File: src/design/i2c_pkg.sv
`default_nettype none

package i2c_pkg;

	typedef logic [6:0] i2c_addr_t;

	localparam int SCL_HALF_CYCLES = 4;                         // Clk cycles per SCL half period
	localparam int SCL_DIV_W       = $clog2(SCL_HALF_CYCLES);
	localparam int SDA_SHIFT_CYCLE = SCL_HALF_CYCLES / 2 - 1;   // SDA moves mid low half

	typedef enum logic [2:0]
	{
		ST_IDLE, ST_START, ST_ADDR, ST_ADDR_ACK,
		ST_READ, ST_MASTER_ACK, ST_STOP, ST_FREE
	} i2c_state_t;

endpackage

`default_nettype wire

File: src/design/station_pkg.sv
`default_nettype none

package station_pkg;

	typedef logic signed [7:0] celsius_t;     // Whole degrees Celsius
	typedef logic [15:0] lux_t;
	typedef logic [15:0] sensor_word_t;       // Raw two-byte read
	typedef logic [2:0] sensor_idx_t;

	localparam int SENSOR_COUNT = 8;

	localparam logic [6:0] SOLAR_ADDR      = 7'b1001000;
	localparam logic [6:0] GREENHOUSE_ADDR = 7'b1001001;
	localparam logic [6:0] AMBIENT_ADDR    = 7'b1001010;
	localparam logic [6:0] GEOTHERMAL_ADDR = 7'b1001011;
	localparam logic [6:0] NORTH_ADDR      = 7'b1000100;
	localparam logic [6:0] EAST_ADDR       = 7'b1000101;
	localparam logic [6:0] SOUTH_ADDR      = 7'b1000110;
	localparam logic [6:0] WEST_ADDR       = 7'b1000111;

	// Temperatures occupy slots 0 to 3, light sensors 4 to 7
	localparam logic [6:0] SENSOR_ADDR [SENSOR_COUNT] = '{
		SOLAR_ADDR, GREENHOUSE_ADDR, AMBIENT_ADDR, GEOTHERMAL_ADDR,
		NORTH_ADDR, EAST_ADDR, SOUTH_ADDR, WEST_ADDR
	};

endpackage

`default_nettype wire
File: src/design/sensor_poller.sv
`timescale 1ns/1ps
`default_nettype none

module sensor_poller
	import station_pkg::*;
	import i2c_pkg::*;
(
	input wire clk,
	input wire rst,
	input wire logic ready,
	input wire logic ack,
	input wire sensor_word_t read_data,
	output logic start,
	output i2c_addr_t addr,
	output celsius_t solar_c,
	output celsius_t greenhouse_c,
	output celsius_t ambient_c,
	output celsius_t geothermal_c,
	output lux_t north_lux,
	output lux_t east_lux,
	output lux_t south_lux,
	output lux_t west_lux,
	output logic sweep_done
);

	typedef enum logic {LAUNCH, WAIT} poll_state_t;

	poll_state_t state;
	sensor_idx_t idx;
	logic ready_q;
	logic done;              // Transaction just finished
	logic [3:0] exponent;
	logic [11:0] mantissa;
	lux_t lux_step;
	lux_t lux_value;
	celsius_t temp_value;

	assign addr = SENSOR_ADDR[idx];
	assign done = (state == WAIT) && ready && !ready_q;

	assign exponent = read_data[15:12];
	assign mantissa = read_data[11:0];
	assign lux_step = (16'd1 << exponent) / 16'd100;   // Zero below exponent 7
	assign lux_value = lux_step * lux_t'(mantissa);    // Truncated to 16 bits
	assign temp_value = celsius_t'(read_data[15:8]);

	always_ff @(posedge clk or posedge rst)
	begin
		if (rst)
		begin
			state <= LAUNCH;
			idx <= '0;
			ready_q <= 1'b1;
			start <= 1'b0;
			sweep_done <= 1'b0;
		end
		else
		begin
			ready_q <= ready;
			start <= 1'b0;
			sweep_done <= 1'b0;
			case (state)
				LAUNCH:
				begin
					if (ready)
					begin
						start <= 1'b1;
						state <= WAIT;
					end
				end
				WAIT:
				begin
					if (done)
					begin
						sweep_done <= (idx == sensor_idx_t'(SENSOR_COUNT - 1));
						idx <= idx + 1'b1;   // Wraps to solar
						state <= LAUNCH;
					end
				end
				default:
					state <= LAUNCH;
			endcase
		end
	end

	// Last good values, a missing ACK leaves the slot alone
	always_ff @(posedge clk or posedge rst)
	begin
		if (rst)
		begin
			solar_c <= '0;
			greenhouse_c <= '0;
			ambient_c <= '0;
			geothermal_c <= '0;
			north_lux <= '0;
			east_lux <= '0;
			south_lux <= '0;
			west_lux <= '0;
		end
		else if (done && ack)
		begin
			case (idx)
				3'd0: solar_c <= temp_value;
				3'd1: greenhouse_c <= temp_value;
				3'd2: ambient_c <= temp_value;
				3'd3: geothermal_c <= temp_value;
				3'd4: north_lux <= lux_value;
				3'd5: east_lux <= lux_value;
				3'd6: south_lux <= lux_value;
				default: west_lux <= lux_value;
			endcase
		end
	end

endmodule

`default_nettype wire

File: config.mk
export PLATFORM = sky130hd
export DESIGN_NAME = sensor_poller
export DESIGN_NICKNAME = d
export VERILOG_FILES = /design/src/design/i2c_pkg.sv /design/src/design/station_pkg.sv /design/src/design/sensor_poller.sv
export SDC_FILE = /design/constraint.sdc
export NUM_CORES = 1
export LEC_CHECK = 0
export BUFFER_PORTS_ARGS = -buffer_cell sky130_fd_sc_hd__buf_2
export CAP_MARGIN = 15
export CORE_MARGIN = 3
export CORE_UTILIZATION = 25
export CTS_CLUSTER_DIAMETER = 200
export DETAILED_ROUTE_END_ITERATION = 10
export SYNTH_ARGS = -nofsm -noshare
export SYNTH_HDL_FRONTEND = slang
export SYNTH_SLANG_ARGS = --single-unit
File: constraint.sdc
create_clock -name clk -period 6.7 [get_ports clk]
set_input_delay 1.34 -clock clk [delete_from_list [all_inputs] [get_ports clk]]
set_output_delay 1.34 -clock clk [all_outputs]
set_load 0.02 [all_outputs]
### Word level (Yosys, flattened, before mapping)

Memories as Yosys holds them, arrays and structs flattened.
Cells that the tools add are included.
W data, S select, Z words.

* register bits after elaboration: 103
* memory bits (read-only): 56
* memories kept: 1
* bits of input ports: 20

Memory list
* (no name shown): depth 8, bits a word 7, read ports 1, clocked after Yosys merged registers in 0, wr ports 0, line sensor_poller.sv:38 `assign addr = SENSOR_ADDR[idx];`

* $add $sub $neg: 1
* multipliers: 1
* equality and inequality tests: 7
* mux-type cells: 8
* shift-type cells: 1
* bitwise logic cells: 3
* order comparisons: 1
* div/mod/pow operators: 1
* reductions and logical operators: 15

Operators with widths (count)
* $reduce_and A2 Y1: 9
* $div A16 B7 Y16 const B: 1
* $mul A16 B12 Y16: 1
* $shl A1 B4 Y16 const A: 1
* $mux W7: 2
* $eq A3 B3 Y1 const B: 4
* $reduce_or A7 Y1: 1
* $eq A3 B2 Y1 const B: 2
* $mux W1: 5
* $ge A4 B4 Y1 const B: 1
* $not A3 Y4: 1
* $add A3 B1 Y3 const B: 1
* $eq A3 B1 Y1 const B: 1
* $logic_and A1 B1 Y1: 3
* $logic_not A3 Y1: 1
* $not A1 Y1: 2
* $pmux W1 S2: 1
* $logic_not A1 Y1: 1

### Logic depth before layout (Yosys ltp)

* depth after elaboration: 4
* depth in mapped cells: 23
* depth with buffers taken out: 21

### Least setup slack after synthesis

OpenSTA, ideal clock, no wires.

* path type: in2reg
* from: input read_data[13]
* to: register east_lux[14]
* setup slack: 0.144 ns
* required time: 6.575 ns
* arrival: 6.431 ns
* stages on the path: 19
* cells stage by stage: clkbuf_1 > inv_1 > nor3_1 > nand2_1 > fa_1 > inv_1 > fa_1 > inv_1 > fa_1 > inv_1 > fa_1 > inv_1 > fa_1 > inv_1 > ha_1 > a2111o_1 > or4_1 > and3_1 > mux2_2

* word-level cells in the longest chain between the ends: 3

Ends and longest elaborated chain
* start, declared: line sensor_poller.sv:12 `input wire sensor_word_t read_data,`
* $shl A1 B4 Y16: line sensor_poller.sv:43 `assign lux_step = (16'd1 << exponent) / 16'd100;`
* $div A16 B7 Y16: line sensor_poller.sv:43
* $mul A16 B12 Y16: line sensor_poller.sv:44 `assign lux_value = lux_step * lux_t'(mantissa);`
* end signal, assigned: line sensor_poller.sv:108 `3'd5: east_lux <= lux_value;`
* end, declared: line sensor_poller.sv:20 `output lux_t east_lux,`

No other way between the ends.
A chain may end at the register's enable or synchronous reset.

### Final worst setup path

* from: input read_data[12]
* to: register west_lux[14]

* word-level cells in the longest chain between the ends: 3

Ends and longest elaborated chain
* $shl A1 B4 Y16: line sensor_poller.sv:43
* $div A16 B7 Y16: line sensor_poller.sv:43
* $mul A16 B12 Y16: line sensor_poller.sv:44
* end signal, assigned: line sensor_poller.sv:110 `default: west_lux <= lux_value;`
* end, declared: line sensor_poller.sv:22 `output lux_t west_lux,`

No other way between the ends.

==> run summary <==
Outcome -> finished, final reports clean
RSZ-0062 raised after global routing -> no
Avg Inst Size Synth -> 10.8 um^2
Synth top area share -> 0.357
Power share of the combinational group -> 0.476
Synthesis-stage register bit count -> 103
Register area -> 2580 um^2
CTS Hold Bufs -> 0
Via density -> 4.31
Multi-input logic area -> 4040 um^2
Fraction of registers with async set/reset -> 1.00
Slowest stage delay, CP -> 540 ps
Leakage power -> 4.50 nW
Crit path cell chain -> buf_2 > o21ai_0 > buf_4 > and3_1 > fa_1 > fa_1 > inv_1 > fa_1 > inv_1 > fa_1 > inv_1 > fa_1 > inv_1 > ha_1 > a2111o_1 > or4_1 > and3_1 > mux2_2
Die area -> 30700 um^2
Buffers on Ports -> 121
Final setup vio count -> 0
Clock sinks -> 103
Mapped cell area -> 7160 um^2
Power Dens Cells -> 332 nW/um^2
Routed Wire Length -> 16800 um
Fin. max-slew vios -> 0
WHS -> 453 ps
Top cells by area, synth -> dfrtp_1 36%, fa_1 19%, mux2_2 12%, ha_1 7.5%, inv_1 5.8%
Worst hold path class -> reg -> reg
CP arrival -> 6440 ps
Achievable frequency -> 161 MHz
Main flop type after synthesis -> dfrtp_1
Compound-Gate Fraction of Synth Area -> 0.0484
Routability cong. -> 0.858
Kind of critical path -> in -> reg
Post-synth top area cell -> dfrtp_1
Xor/xnor share of the synthesized area -> 0.0239
Global route overflow -> 0
Reg clk slew, reported paths -> 70 ps
Largest net degree at the start of global routing -> 72
Max_cap viols -> 0
Simple-Gate Fraction of Synth Area -> 0.0998
Initial antenna violation count -> 0
Starting DRC count in detailed routing -> 184
Clk_lat worst skew -> 350 ps
CTS-repair resized insts -> 0
Area delta synth->final -> 18.7%
Fillers -> 2959
Hold Vio Cnt, Final -> 0
Crit path max-delay cell type -> fa_1
Count leader, synth -> inv_1
ANT cells -> 0
Flop-to-flop setup slack -> 4370 ps
Remaining DRCs -> 0
Internal Pwr Total -> 0.00164 W
Synth warn -> 0
Critical path peak fanout -> 13
Vias in the first global route -> 5309
Cell count after synthesis -> 665
First-pass GRT wire length -> 28000 um
Gr usage total -> 0.114
Top Ports -> 125
Fin util -> 0.303
CP required -> 6930 ps
Fin nets -> 913
Min cycle time layout -> 6210 ps
Cts bufs inserted -> 9
Root Driver -> clkbuf_16
Largest family of logic cells by synthesized area -> adder cells
Post-route total power -> 0.00282 W
Clock share of power -> 0.171
Max transition margin -> 0.367
Switching power -> 0.00118 W
Worst-Margin Slew -> 947 ps
CP Capture Type -> flop
Sequential share of power -> 0.353
Detail Placement HPWL -> 13100 um
Area of the core -> 28000 um^2
Post-synth EDFFs -> 0
Site row count -> 61
Via count -> 5020
TritonCTS clock tree -> built
Adder-Cell Fraction of Synth Area -> 0.263
Synth cell types -> 41
Total negative slack -> 0 ps
DR pass1 iterations -> 4
Initial Utilization -> 0.256
ANT nets after route -> 0
Tcrit/Tclk final -> 0.927
Clock Skew -> 6.67 ps
Setup bufs post-CTS -> 0
Share of cells above drive strength 1 -> 0.294
Commonest cells post-synth -> 111 x inv_1, 102 x dfrtp_1, 94 x nand2_1, 78 x mux2_2, 67 x fa_1
Most Frequent Cell on Critical Path -> fa_1
Largest buffer count on any clock path -> 2
Maximum VDD drop -> 0.209 mV
CP startpoint kind -> input pin
Mux cell area share after synthesis -> 0.126
Die Span X -> 175 um
Wire per inst -> 14.4 um
Die height -> 175 um
Net Sw Frac -> 0.418
CTS H-tree lvls -> 3
Sequential share of the synthesized area -> 0.360
[placed cells by master, fill, tap and decap left out, types with 2 or more instances in the layout]
| cell | instances |
|---|---|
| o21bai_1 | 2 |
| mux2_2 | 78 |
| o21ai_0 | 26 |
| a211o_1 | 2 |
| xor2_1 | 7 |
| and2_1 | 31 |
| o21ai_1 | 2 |
| dfrtp_1 | 102 |
| a211oi_1 | 2 |
| conb_1 | 9 |
| ha_1 | 43 |
| a21o_1 | 3 |
| nand2_1 | 94 |
| buf_2 | 121 |
| nor2_1 | 9 |
| clkbuf_1 | 2 |
| nor2b_1 | 2 |
| o21a_1 | 2 |
| clkbuf_16 | 9 |
| buf_4 | 12 |
| clkinvlp_4 | 2 |
| xnor2_1 | 10 |
| mux2i_1 | 2 |
| nand3_1 | 2 |
| inv_1 | 110 |
| and3_1 | 12 |
| fa_1 | 67 |
| nor3_1 | 2 |
| a21oi_1 | 5 |
[registers in the layout, summed over array words and instances, names as in the netlist]
register      cells
solar_c           8
idx               3
sweep_done        1
ambient_c         8
state             1
geothermal_c      8
ready_q           1
start             1
east_lux         16
west_lux         16
south_lux        16
greenhouse_c      8
north_lux        16
[final timing paths]
| check | from | to | depth (start not counted) |
|---|---|---|---|
| max | read_data[12] | west_lux[14] | 18 |
| min | state | start | 1 |
| max reg2reg | state | north_lux[2] | 5 |
| min reg2reg | state | start | 1 |
| max in group asynchronous | rst | east_lux[6] | 3 |
| min in group asynchronous | rst | geothermal_c[4] | 2 |
[metal layers]
| metal | wire length, um | up-vias | global-route usage |
|---|---|---|---|
| met5 | 0 | - | 0 |
| met4 | 133 | 0 | 0.0246 |
| met3 | 1170 | 13 | 0.0328 |
| met2 | 8120 | 136 | 0.190 |
| met1 | 7370 | 2569 | 0.146 |
| li1 | - | 2302 | - |
[cells by family after synthesis]
logic type	count (synthesis)
other cells	2
flops	103
compound gates	51
buf+inv	145
mux	80
xor+xnor	18
simple gates	156
fa+ha+maj	110
[per-stage QoR]
step           setup WS [ps]  area, um^2  instances
6_report                 489        8500       1165
2_1_floorplan            144        7180        672
3_5_place_dp            79.0        8230       1150
3_3_place_gp             147        8230       1150
5_1_grt                  265        8500       1165
4_1_cts                  474        8500       1165
[cell type report]
cell class,count,area share
Multi-Input combinational cell,424,0.476
Sequential cell,103,0.304
Timing Repair Buffer,134,0.0842
Tap cell,378,0.0557
Inverter,111,0.0493
Clock buffer,11,0.0274
Clock inverter,4,0.00383
[worst max-delay path, delay by kind of cell]
| family | cells | cell delay, ps |
|---|---|---|
| adders and majority gates | 6 | 2740 |
| AOI/OAI and AO/OA | 2 | 610 |
| buffers and inverters | 6 | 610 |
| and+or+nand+nor | 3 | 880 |
| muxes | 1 | 260 |
[power by group through the flow]
stage	Sequential, W	Clock [W]	Combinational, W
floorplan	0.00129	0	0.000611
finish	0.000995	0.000481	0.00134
CTS	0.000997	0.000502	0.00137
global route	0.00103	0.000522	0.00149
global placement	0.000997	0	0.00135
detailed placement	0.00100	0	0.00136
Power figures use the tool's default switching activity.
